### src/design/adc_ts_pkg.sv
// ADC timestamp capture subsystem, shared definitions
// Register map, scan control word, receive channel config and status,
// and the tagged sample word written to L2
`default_nettype none

package adc_ts_pkg;

    // L2 byte address width
    localparam int L2_AWIDTH_NOAL = 12;

    // ADC result and channel field widths
    localparam int ADC_DW = 12;
    localparam int NUM_CH = 8;
    localparam int CH_W   = 3;

    // Transfer size field as seen by software
    localparam int RX_SIZE_W = 16;

    // Sample period and timestamp widths
    localparam int PERIOD_W = 16;
    localparam int TS_W     = 16;

    typedef enum logic [4:0] {
        RX_SADDR  = 5'd0,
        RX_SIZE   = 5'd1,
        RX_CFG    = 5'd2,
        RX_INTCFG = 5'd3,
        CR_ADC    = 5'd4
    } reg_addr_e;

    // Scan control word, run at bit 24
    typedef struct packed {
        logic [2:0]          rsvd;
        logic                run;
        logic [PERIOD_W-1:0] period;
        logic [NUM_CH-1:0]   mask;
    } adc_cr_t;

    typedef struct packed {
        logic [L2_AWIDTH_NOAL-1:0] saddr;
        logic [RX_SIZE_W-1:0]      size;
        logic                      continuous;
    } rx_cfg_t;

    typedef struct packed {
        logic [L2_AWIDTH_NOAL-1:0] curr_addr;
        logic [RX_SIZE_W-1:0]      bytes_left;
        logic                      active;
        logic                      pending;
    } rx_status_t;

    // One 32-bit word per conversion
    typedef struct packed {
        logic [TS_W-1:0]   ts;
        logic [CH_W-1:0]   chan;
        logic              zero;
        logic [ADC_DW-1:0] data;
    } adc_sample_t;

    typedef enum logic [1:0] {
        SC_IDLE  = 2'd0,
        SC_START = 2'd1,
        SC_WAIT  = 2'd2
    } scan_state_e;

endpackage

`default_nettype wire

### src/design/adc_ts_reg_if.sv
// ADC timestamp capture, configuration register block
// Decodes writes from the config bus, issues enable, clear and
// control-write strobes, and returns read data combinationally
`timescale 1ns/1ps
`default_nettype none

module adc_ts_reg_if
    import adc_ts_pkg::*;
#(
    parameter int TRANS_SIZE = 16
) (
    input  wire logic        clk_i,
    input  wire logic        rstn_i,

    input  wire logic [31:0] cfg_data_i,
    input  wire logic [4:0]  cfg_addr_i,
    input  wire logic        cfg_valid_i,
    input  wire logic        cfg_rwn_i,
    output logic      [31:0] cfg_data_o,
    output logic             cfg_ready_o,

    output rx_cfg_t          rx_cfg_o,
    output logic             rx_en_o,
    output logic             rx_clr_o,
    input  rx_status_t       rx_status_i,

    output adc_cr_t          adc_cr_o,
    output logic             cr_wr_o
);

    logic [L2_AWIDTH_NOAL-1:0] r_rx_startaddr;
    logic [TRANS_SIZE-1:0]     r_rx_size;
    logic                      r_rx_continuous;
    logic                      r_rx_en;
    logic                      r_rx_clr;
    adc_cr_t                   r_adc_cr;
    logic                      r_cr_wr;

    logic                      s_wr;
    logic                      s_rd;
    reg_addr_e                 s_addr;

    assign s_wr   = cfg_valid_i & ~cfg_rwn_i;
    assign s_rd   = cfg_valid_i &  cfg_rwn_i;
    assign s_addr = reg_addr_e'(cfg_addr_i);

    always_ff @(posedge clk_i, negedge rstn_i)
    begin
        if (!rstn_i)
        begin
            r_rx_startaddr  <= '0;
            r_rx_size       <= '0;
            r_rx_continuous <= 1'b0;
            r_rx_en         <= 1'b0;
            r_rx_clr        <= 1'b0;
            r_adc_cr        <= '0;
            r_cr_wr         <= 1'b0;
        end
        else
        begin
            // Strobes last a single cycle
            r_rx_en  <= 1'b0;
            r_rx_clr <= 1'b0;
            r_cr_wr  <= 1'b0;

            if (s_wr)
            begin
                case (s_addr)
                    RX_SADDR:
                        r_rx_startaddr <= cfg_data_i[L2_AWIDTH_NOAL-1:0];
                    RX_SIZE:
                        r_rx_size <= cfg_data_i[TRANS_SIZE-1:0];
                    RX_CFG:
                    begin
                        r_rx_clr        <= cfg_data_i[5];
                        r_rx_en         <= cfg_data_i[4];
                        r_rx_continuous <= cfg_data_i[0];
                    end
                    CR_ADC:
                    begin
                        r_adc_cr <= adc_cr_t'(cfg_data_i[$bits(adc_cr_t)-1:0]);
                        r_cr_wr  <= 1'b1;
                    end
                    default:
                    begin
                    end
                endcase
            end
        end
    end

    assign rx_cfg_o.saddr      = r_rx_startaddr;
    assign rx_cfg_o.size       = RX_SIZE_W'(r_rx_size);
    assign rx_cfg_o.continuous = r_rx_continuous;
    assign rx_en_o             = r_rx_en;
    assign rx_clr_o            = r_rx_clr;
    assign adc_cr_o            = r_adc_cr;
    assign cr_wr_o             = r_cr_wr;

    // Read-back mixes stored fields with live channel status
    always_comb
    begin
        cfg_data_o = '0;
        if (s_rd)
        begin
            case (s_addr)
                RX_SADDR:
                    cfg_data_o = 32'(rx_status_i.curr_addr);
                RX_SIZE:
                    cfg_data_o = 32'(rx_status_i.bytes_left);
                RX_CFG:
                    cfg_data_o = {26'h0, rx_status_i.pending, rx_status_i.active,
                                  1'b0, 2'b10, r_rx_continuous};
                CR_ADC:
                    cfg_data_o = 32'(r_adc_cr);
                default:
                    cfg_data_o = '0;
            endcase
        end
    end

    assign cfg_ready_o = 1'b1;

    // Only one register write per cycle reaches the strobes
    a_strobe_excl: assert property (@(posedge clk_i) disable iff (!rstn_i)
        !(rx_en_o && cr_wr_o));

endmodule

`default_nettype wire

### src/design/adc_ts_rx_channel.sv
// ADC timestamp capture, receive DMA channel
// Writes tagged samples to L2 as a linear buffer, single-shot or
// wrapping, with one queued transfer and a clear
`timescale 1ns/1ps
`default_nettype none

module adc_ts_rx_channel
    import adc_ts_pkg::*;
#(
    parameter int TRANS_SIZE = 16
) (
    input  wire logic                 clk_i,
    input  wire logic                 rstn_i,

    input  rx_cfg_t                   rx_cfg_i,
    input  wire logic                 rx_en_i,
    input  wire logic                 rx_clr_i,

    input  wire logic                 sample_valid_i,
    input  adc_sample_t               sample_i,

    output rx_status_t                rx_status_o,

    output logic                      l2_wr_o,
    output logic [L2_AWIDTH_NOAL-1:0] l2_addr_o,
    output logic [31:0]               l2_data_o
);

    logic [L2_AWIDTH_NOAL-1:0] r_curr_addr;
    logic [TRANS_SIZE-1:0]     r_bytes_left;
    logic                      r_active;
    logic                      r_pending;
    logic                      r_l2_wr;
    logic [L2_AWIDTH_NOAL-1:0] r_l2_addr;
    logic [31:0]               r_l2_data;

    logic                      s_accept;
    logic                      s_last;

    assign s_accept = sample_valid_i && r_active && !rx_clr_i;
    // Last word of the buffer
    assign s_last   = (r_bytes_left <= TRANS_SIZE'(4));

    always_ff @(posedge clk_i, negedge rstn_i)
    begin
        if (!rstn_i)
        begin
            r_curr_addr  <= '0;
            r_bytes_left <= '0;
            r_active     <= 1'b0;
            r_pending    <= 1'b0;
            r_l2_wr      <= 1'b0;
            r_l2_addr    <= '0;
            r_l2_data    <= '0;
        end
        else
        begin
            r_l2_wr <= s_accept;

            if (rx_clr_i)
            begin
                r_active  <= 1'b0;
                r_pending <= 1'b0;
            end
            else
            begin
                if (s_accept)
                begin
                    r_l2_addr <= r_curr_addr;
                    r_l2_data <= sample_i;
                    if (!s_last)
                    begin
                        r_curr_addr  <= r_curr_addr + L2_AWIDTH_NOAL'(4);
                        r_bytes_left <= r_bytes_left - TRANS_SIZE'(4);
                    end
                    else if (rx_cfg_i.continuous || r_pending)
                    begin
                        r_curr_addr  <= rx_cfg_i.saddr;
                        r_bytes_left <= TRANS_SIZE'(rx_cfg_i.size);
                        r_pending    <= 1'b0;
                    end
                    else
                    begin
                        r_bytes_left <= '0;
                        r_active     <= 1'b0;
                    end
                end

                // A new enable queues behind a running transfer
                if (rx_en_i)
                begin
                    if (r_active)
                    begin
                        r_pending <= 1'b1;
                    end
                    else
                    begin
                        r_curr_addr  <= rx_cfg_i.saddr;
                        r_bytes_left <= TRANS_SIZE'(rx_cfg_i.size);
                        r_active     <= 1'b1;
                    end
                end
            end
        end
    end

    assign rx_status_o.curr_addr  = r_curr_addr;
    assign rx_status_o.bytes_left = RX_SIZE_W'(r_bytes_left);
    assign rx_status_o.active     = r_active;
    assign rx_status_o.pending    = r_pending;

    assign l2_wr_o   = r_l2_wr;
    assign l2_addr_o = r_l2_addr;
    assign l2_data_o = r_l2_data;

    // Every L2 write belongs to a transfer that was running the cycle before
    a_wr_active: assert property (@(posedge clk_i) disable iff (!rstn_i)
        l2_wr_o |-> $past(r_active));

endmodule

`default_nettype wire

### src/design/adc_ts_sampler.sv
// ADC timestamp capture, scan sampler
// Period timer with tick counter, channel scan over the enable mask,
// one ADC conversion at a time, each result tagged with its tick
`timescale 1ns/1ps
`default_nettype none

module adc_ts_sampler
    import adc_ts_pkg::*;
(
    input  wire logic              clk_i,
    input  wire logic              rstn_i,

    input  adc_cr_t                adc_cr_i,
    input  wire logic              cr_wr_i,

    output logic                   adc_soc_o,
    output logic      [CH_W-1:0]   adc_chan_o,
    input  wire logic              adc_eoc_i,
    input  wire logic [ADC_DW-1:0] adc_data_i,

    output logic                   sample_valid_o,
    output adc_sample_t            sample_o
);

    logic [PERIOD_W-1:0] r_period_cnt;
    logic [TS_W-1:0]     r_ts_cnt;
    logic [TS_W-1:0]     r_scan_ts;
    logic [NUM_CH-1:0]   r_pend;
    logic [CH_W-1:0]     r_chan;
    scan_state_e         r_state;
    logic                r_sample_valid;
    adc_sample_t         r_sample;

    logic                s_tick;
    logic [CH_W-1:0]     s_next_chan;

    assign s_tick = adc_cr_i.run && !cr_wr_i && (r_period_cnt == adc_cr_i.period);

    // Lowest channel still waiting in this scan
    always_comb
    begin
        s_next_chan = '0;
        for (int i = NUM_CH - 1; i >= 0; i--)
        begin
            if (r_pend[i])
                s_next_chan = CH_W'(i);
        end
    end

    // Period timer and tick count, both restart on a control write
    always_ff @(posedge clk_i, negedge rstn_i)
    begin
        if (!rstn_i)
        begin
            r_period_cnt <= '0;
            r_ts_cnt     <= '0;
        end
        else if (cr_wr_i || !adc_cr_i.run)
        begin
            r_period_cnt <= '0;
            if (cr_wr_i)
                r_ts_cnt <= '0;
        end
        else if (s_tick)
        begin
            r_period_cnt <= '0;
            r_ts_cnt     <= r_ts_cnt + 1'b1;
        end
        else
        begin
            r_period_cnt <= r_period_cnt + 1'b1;
        end
    end

    always_ff @(posedge clk_i, negedge rstn_i)
    begin
        if (!rstn_i)
        begin
            r_state        <= SC_IDLE;
            r_scan_ts      <= '0;
            r_pend         <= '0;
            r_chan         <= '0;
            r_sample_valid <= 1'b0;
            r_sample       <= '0;
        end
        else
        begin
            r_sample_valid <= 1'b0;
            case (r_state)
                SC_IDLE:
                begin
                    // A tick during a running scan is simply missed
                    if (s_tick && (adc_cr_i.mask != '0))
                    begin
                        r_scan_ts <= r_ts_cnt;
                        r_pend    <= adc_cr_i.mask;
                        r_state   <= SC_START;
                    end
                end
                SC_START:
                begin
                    r_chan  <= s_next_chan;
                    r_pend  <= r_pend & ~(NUM_CH'(1) << s_next_chan);
                    r_state <= SC_WAIT;
                end
                SC_WAIT:
                begin
                    if (adc_eoc_i)
                    begin
                        r_sample_valid <= 1'b1;
                        r_sample.ts    <= r_scan_ts;
                        r_sample.chan  <= r_chan;
                        r_sample.zero  <= 1'b0;
                        r_sample.data  <= adc_data_i;
                        r_state        <= (r_pend != '0) ? SC_START : SC_IDLE;
                    end
                end
                default:
                    r_state <= SC_IDLE;
            endcase
        end
    end

    assign adc_soc_o      = (r_state == SC_START);
    assign adc_chan_o     = s_next_chan;
    assign sample_valid_o = r_sample_valid;
    assign sample_o       = r_sample;

    // No new start until the ADC has answered the previous one
    a_one_conv: assert property (@(posedge clk_i) disable iff (!rstn_i)
        adc_soc_o |=> (!adc_soc_o until_with adc_eoc_i));

endmodule

`default_nettype wire

### src/design/adc_ts_top.sv
// ADC timestamp capture subsystem, top level
// Register block, scan sampler and receive DMA channel
`timescale 1ns/1ps
`default_nettype none

module adc_ts_top
    import adc_ts_pkg::*;
#(
    parameter int TRANS_SIZE = 16
) (
    input  wire logic                      clk_i,
    input  wire logic                      rstn_i,

    input  wire logic [31:0]               cfg_data_i,
    input  wire logic [4:0]                cfg_addr_i,
    input  wire logic                      cfg_valid_i,
    input  wire logic                      cfg_rwn_i,
    output logic      [31:0]               cfg_data_o,
    output logic                           cfg_ready_o,

    output logic                           adc_soc_o,
    output logic      [CH_W-1:0]           adc_chan_o,
    input  wire logic                      adc_eoc_i,
    input  wire logic [ADC_DW-1:0]         adc_data_i,

    output logic                           l2_wr_o,
    output logic      [L2_AWIDTH_NOAL-1:0] l2_addr_o,
    output logic      [31:0]               l2_data_o
);

    rx_cfg_t     s_rx_cfg;
    rx_status_t  s_rx_status;
    logic        s_rx_en;
    logic        s_rx_clr;
    adc_cr_t     s_adc_cr;
    logic        s_cr_wr;
    logic        s_sample_valid;
    adc_sample_t s_sample;

    adc_ts_reg_if #(
        .TRANS_SIZE (TRANS_SIZE)
    ) i_reg_if (
        .clk_i       (clk_i),
        .rstn_i      (rstn_i),
        .cfg_data_i  (cfg_data_i),
        .cfg_addr_i  (cfg_addr_i),
        .cfg_valid_i (cfg_valid_i),
        .cfg_rwn_i   (cfg_rwn_i),
        .cfg_data_o  (cfg_data_o),
        .cfg_ready_o (cfg_ready_o),
        .rx_cfg_o    (s_rx_cfg),
        .rx_en_o     (s_rx_en),
        .rx_clr_o    (s_rx_clr),
        .rx_status_i (s_rx_status),
        .adc_cr_o    (s_adc_cr),
        .cr_wr_o     (s_cr_wr)
    );

    adc_ts_sampler i_sampler (
        .clk_i          (clk_i),
        .rstn_i         (rstn_i),
        .adc_cr_i       (s_adc_cr),
        .cr_wr_i        (s_cr_wr),
        .adc_soc_o      (adc_soc_o),
        .adc_chan_o     (adc_chan_o),
        .adc_eoc_i      (adc_eoc_i),
        .adc_data_i     (adc_data_i),
        .sample_valid_o (s_sample_valid),
        .sample_o       (s_sample)
    );

    adc_ts_rx_channel #(
        .TRANS_SIZE (TRANS_SIZE)
    ) i_rx_channel (
        .clk_i          (clk_i),
        .rstn_i         (rstn_i),
        .rx_cfg_i       (s_rx_cfg),
        .rx_en_i        (s_rx_en),
        .rx_clr_i       (s_rx_clr),
        .sample_valid_i (s_sample_valid),
        .sample_i       (s_sample),
        .rx_status_o    (s_rx_status),
        .l2_wr_o        (l2_wr_o),
        .l2_addr_o      (l2_addr_o),
        .l2_data_o      (l2_data_o)
    );

endmodule

`default_nettype wire

### config.mk
export PLATFORM = sky130hd
export DESIGN_NAME = adc_ts_top
export DESIGN_NICKNAME = d
export VERILOG_FILES = /design/src/design/adc_ts_pkg.sv /design/src/design/adc_ts_reg_if.sv /design/src/design/adc_ts_rx_channel.sv /design/src/design/adc_ts_sampler.sv /design/src/design/adc_ts_top.sv
export SDC_FILE = /design/constraint.sdc
export NUM_CORES = 1
export LEC_CHECK = 0
export ABC_AREA = 1
export BUFFER_PORTS_ARGS = -buffer_cell sky130_fd_sc_hd__buf_2
export CAP_MARGIN = 5
export CORE_ASPECT_RATIO = 1.25
export CORE_MARGIN = 2
export CORE_UTILIZATION = 55
export DETAILED_ROUTE_END_ITERATION = 10
export PLACE_DENSITY = 0.76
export SYNTH_ARGS = -nofsm -noshare
export SYNTH_HDL_FRONTEND = slang
export SYNTH_SLANG_ARGS = --single-unit
### constraint.sdc
create_clock -name clk_i -period 3.8 [get_ports clk_i]
set_input_delay 0.19 -clock clk_i [delete_from_list [all_inputs] [get_ports clk_i]]
set_output_delay 0.19 -clock clk_i [all_outputs]
set_load 0.02 [all_outputs]
==> reports/results.txt <==
Clock skew on the completed layout was measured at 0.0262 ns. 0 antenna diodes ended up in the layout. In the global route stage, overall resource usage came out at 28.7%.

VDD sags by at most 0.434 mV. The overflow left after global routing was 0; the sequential power share was 42.7%. The switching share of total power is 33.1%.

The most used flip-flop cell after synthesis is sky130_fd_sc_hd__dfrtp_1. STA classifies the critical path startpoint as a flip-flop. The max-slew violation count is 0, and the width of the die is 134 um. Summed over all nets, the switching power comes to 2.43 mW.

Clock tree synthesis inserted a total of 23 buffers. The worst path required time is 4.24 ns. The delay of the slowest cell on the worst path is 0.50 ns, and the transition time at the pin with the least slew margin is 1.02 ns. The master of the slowest instance on the critical path was sky130_fd_sc_hd__dfrtp_1. The clock network is responsible for 34.1% of the overall power. The portion of the post-synthesis area used by sequential elements is 49.1%. The detailed-route wire length per cell is 15.6 um, and the largest fanout on the critical path is 22. The power consumption was 7.34 mW; the post-detailed-placement cell area was 12,400 um^2. After legalization and detailed placement, the total HPWL measured 21.3 mm. The share of cell area taken by muxes after synthesis is 0%, and the post-route clock period utilization is 57.8%. The congestion estimate from routability-driven global placement came to 0.939.

The run gives 126 as the pin count of the biggest net entering global routing. For the worst-skew pair, the clock arrives at the later sink with an insertion delay of 0.53 ns. The die covers 22,200 um^2.

Hold is met by 0.0188 ns. The number of flip-flops and latches in the synthesized netlist was 227. Setup violations remaining at the end of the flow were counted as 0.

Of the total power, combinational logic draws 23.2%. The min-delay analysis places its worst path in the category in2reg. For the number of nets in the layout, the log shows 1,762. The first global-routing pass estimated 52.0 mm of wire. The count of buffers added on input and output ports is 125. Summing over every cut layer, the via total after detailed routing is 10,600. The wire length on met3 is 2.01 mm. The initial utilization of the core area, before any placement, comes to 55.8%. After Yosys synthesis, XOR and XNOR cells account for 1.82% of the synthesized area.

The simple-gate share of the synthesized area was 31.9%. The mapped netlist covers 11,600 um^2. The detailed router put a total of 13.4 mm of wire on met1. The tools report the post-synthesis cell type count as 44. The data arrival time of the critical path came out at 2.64 ns. The area of the core was 20,700 um^2. The share of the synthesized area in compound gates (AO/OA/AOI/OAI) works out to 8.74%. The clock drives 227 sinks. For the CTS H-tree depth, the log shows 1. The mean number of vias per cell works out to 5.35.

By instance count, the cell type seen most on the critical path is sky130_fd_sc_hd__nand2_1. Measured along the y axis, the die boundary spans 166 um. The worst setup path is captured at a flip-flop. The final non-filler cell area was 13,500 um^2; the gate count after technology mapping was 1,564. The clock passes through at most 3 buffers. Before CTS, the worst setup slack after placement is 1.41 ns. The layout-stage area growth over the synthesis result came out at 16.9%. The top layer reached by signal wires was met4. The pre-antenna-repair detailed-routing pass consisted of 5 iterations. The non-filler instance count after layout came out at 1,990. The run finished with clean final reports.

The power density normalized to cell area works out to 542 nW/um^2. The cell sitting at the root of the clock tree is a sky130_fd_sc_hd__clkbuf_16. The first routing iteration left 916 violations. Once detail routing completed, the nets flagged for antenna violations numbered 0. Summed over all cells, the static leakage comes to 7.32 nW.

The tool flagged a number of max-cap violations equal to 0. The synthesized area per cell was 7.40 um^2; the placement row count was 59. Timing would allow up to 0.456 GHz. Beginning of the worst register-to-register path: i_sampler.r_period_cnt[9]. The critical path goes through inv_2 > nand2_1 > nand2_1 > nor2_1 > nand2_2 > nor2_4 > nand3b_4 > nor2_4 > nand3_1 > nand2_1. The run gives 65.2% as the final cell utilization of the core.

In the layout the commonest cells are sky130_fd_sc_hd__nand2_1, sky130_fd_sc_hd__dfrtp_1, sky130_fd_sc_hd__inv_1, sky130_fd_sc_hd__buf_2, sky130_fd_sc_hd__o21ai_0. Most common cell after layout, fill and taps aside: sky130_fd_sc_hd__nand2_1. The placed instance count was 1,920. After clock tree synthesis, the clock-pin slew on the worst setup and hold paths is 0.06 ns. TritonCTS built the clock tree.

The tools report the initial antenna violation count as 0. Total wire length: 31.1 mm. For this run, design rule violations remaining after detail routing come to 0.

The filler cells instantiated in the layout total 1,788. In the final layout, the share of cells above drive strength 1 is 12.2%. For this run, the number of Yosys warnings is 0. Across all setup checks in the final design, the least slack found is 1.61 ns. The post-route minimum period came out at 2.19 ns. The slack of the worst reg-to-reg path is 1.61 ns.

The worst register-to-register path has a depth of 10. The tools report the via count of the first global-routing pass as 10,500. In this run the tightest slew margin relative to its limit is 32.0%. Setup repair after global routing left no endpoint under its margin.

The post-synthesis async set-or-reset flop share works out to 100%. The number of enable-type register cells in the synthesized netlist was 0; the adder-cell share of the synthesized area was 0.541%. The most critical setup path has its startpoint at i_sampler.r_period_cnt[9].

Endpoint of the most critical register-to-register path: i_sampler.r_scan_ts[13]. The count of endpoints failing hold in the final timing report is 0, and the count of instances resized after the clock tree is built is 0. Wire segments on met2 add up to 14.7 mm in the final route.

Pin placement for this block handled 136 I/O pins. Main combinational cell family by area after synthesis: simple AND/OR/NAND/NOR gates. Termination of the worst setup path: i_sampler.r_scan_ts[13].

The class of the most critical setup path is reg2reg. Summed over all failing endpoints, the final setup total negative slack is 0 ns. The cell-internal power was 4.91 mW.
routing by layer:
layer,up-vias,global-route usage (%)
li1,5219,-
met1,4977,39.3
met2,379,47.4
met3,66,3.75
met4,0,9.16
met5,-,0
kinds of logic after synthesis:
group | after synthesis
AO/OA/AOI/OAI | 191
other | 2
flip-flops | 227
AND/OR/NAND/NOR | 891
adder cells (fa/ha/maj) | 5
buffers and inverters | 224
XOR/XNOR | 24
timing repair:
item                       in CTS  in global routing
hold buffers                   32                  0
setup endpoints to repair       0                  0
hold endpoints to repair      159                  0
setup buffers                   0                  0
critical path: cells and delay by family, from the launching register on:
kind | cells | cell delay, ns
and+or+nand+nor | 9 | 1.55
buffers and inverters | 1 | 0.06
DFF | 1 | 0.50
cell type report:
class	instances	area (um^2)	area share (%)
clock inverter	8	194	1.43
inverter	165	619	4.58
timing repair buffer	169	1060	7.82
clock buffer	30	632	4.67
multi-input combinational	1117	5000	37.0
sequential	227	5680	42.0
tap	274	343	2.53
worst min-delay path by stage:
stage,slack (ns),startpoint,cells past startpoint,endpoint
floorplan,-0.11,rstn_i,0,i_reg_if.adc_cr_o[0]
global placement,0.33,rstn_i,1,i_rx_channel.r_curr_addr[9]
detailed placement,0.32,rstn_i,1,i_rx_channel.r_curr_addr[9]
CTS,0.007,cfg_data_i[10],3,i_reg_if.r_rx_startaddr[10]
global route,0.02,adc_eoc_i,4,i_sampler.r_state[1]
finish,0.02,cfg_data_i[10],3,i_reg_if.adc_cr_o[10]
cell usage after synthesis, types with 2 or more instances:
master	count	share of area, %
sky130_fd_sc_hd__inv_1	145	4.7
sky130_fd_sc_hd__nor3_1	24	1.0
sky130_fd_sc_hd__o21ai_1	13	0.56
sky130_fd_sc_hd__buf_2	4	0.17
sky130_fd_sc_hd__ha_1	5	0.54
sky130_fd_sc_hd__xnor2_1	6	0.45
sky130_fd_sc_hd__buf_4	8	0.52
sky130_fd_sc_hd__nor3b_1	3	0.19
sky130_fd_sc_hd__clkinv_1	3	0.097
sky130_fd_sc_hd__nor2_4	2	0.19
sky130_fd_sc_hd__nor2_1	111	3.6
sky130_fd_sc_hd__or2_0	2	0.11
sky130_fd_sc_hd__nand2_2	6	0.32
sky130_fd_sc_hd__nor2_2	7	0.38
sky130_fd_sc_hd__a221oi_1	3	0.23
sky130_fd_sc_hd__inv_2	17	0.55
sky130_fd_sc_hd__nor3_2	2	0.17
sky130_fd_sc_hd__nand3_1	86	3.7
sky130_fd_sc_hd__nand2_1	609	20
sky130_fd_sc_hd__buf_6	4	0.39
sky130_fd_sc_hd__buf_1	5	0.16
sky130_fd_sc_hd__o21ai_0	121	5.2
sky130_fd_sc_hd__nand4_1	29	1.6
sky130_fd_sc_hd__a21oi_1	34	1.5
sky130_fd_sc_hd__o22ai_1	9	0.49
sky130_fd_sc_hd__xor2_1	18	1.4
sky130_fd_sc_hd__dfrtp_1	227	49
sky130_fd_sc_hd__o221ai_1	3	0.23
sky130_fd_sc_hd__nand3b_1	5	0.32
sky130_fd_sc_hd__clkbuf_1	38	1.2
sky130_fd_sc_hd__conb_1	2	0.065
power groups by stage:
stage	Combinational [mW]	Sequential, mW	Clock, mW
6_report	1.70	3.13	2.51
3_5_place_dp	1.65	3.16	0
5_1_grt	1.94	3.18	2.64
3_3_place_gp	1.61	3.15	0
2_1_floorplan	1.10	3.17	0
4_1_cts	1.69	3.12	2.54
sequential cells by signal, indices dropped and copies added (netlist names), 12 cells and up:
register / flops
i_rx_channel.r_curr_addr: 12
i_sampler.r_scan_ts: 16
i_sampler.r_period_cnt: 16
i_reg_if.r_rx_startaddr: 12
i_sampler.r_ts_cnt: 16
i_rx_channel.r_bytes_left: 16
i_rx_channel.l2_addr_o: 12
i_reg_if.adc_cr_o: 28
i_sampler.sample_o: 31
i_reg_if.r_rx_size: 16
i_rx_channel.l2_data_o: 31
Note: power is estimated with default switching activity, not from simulation.
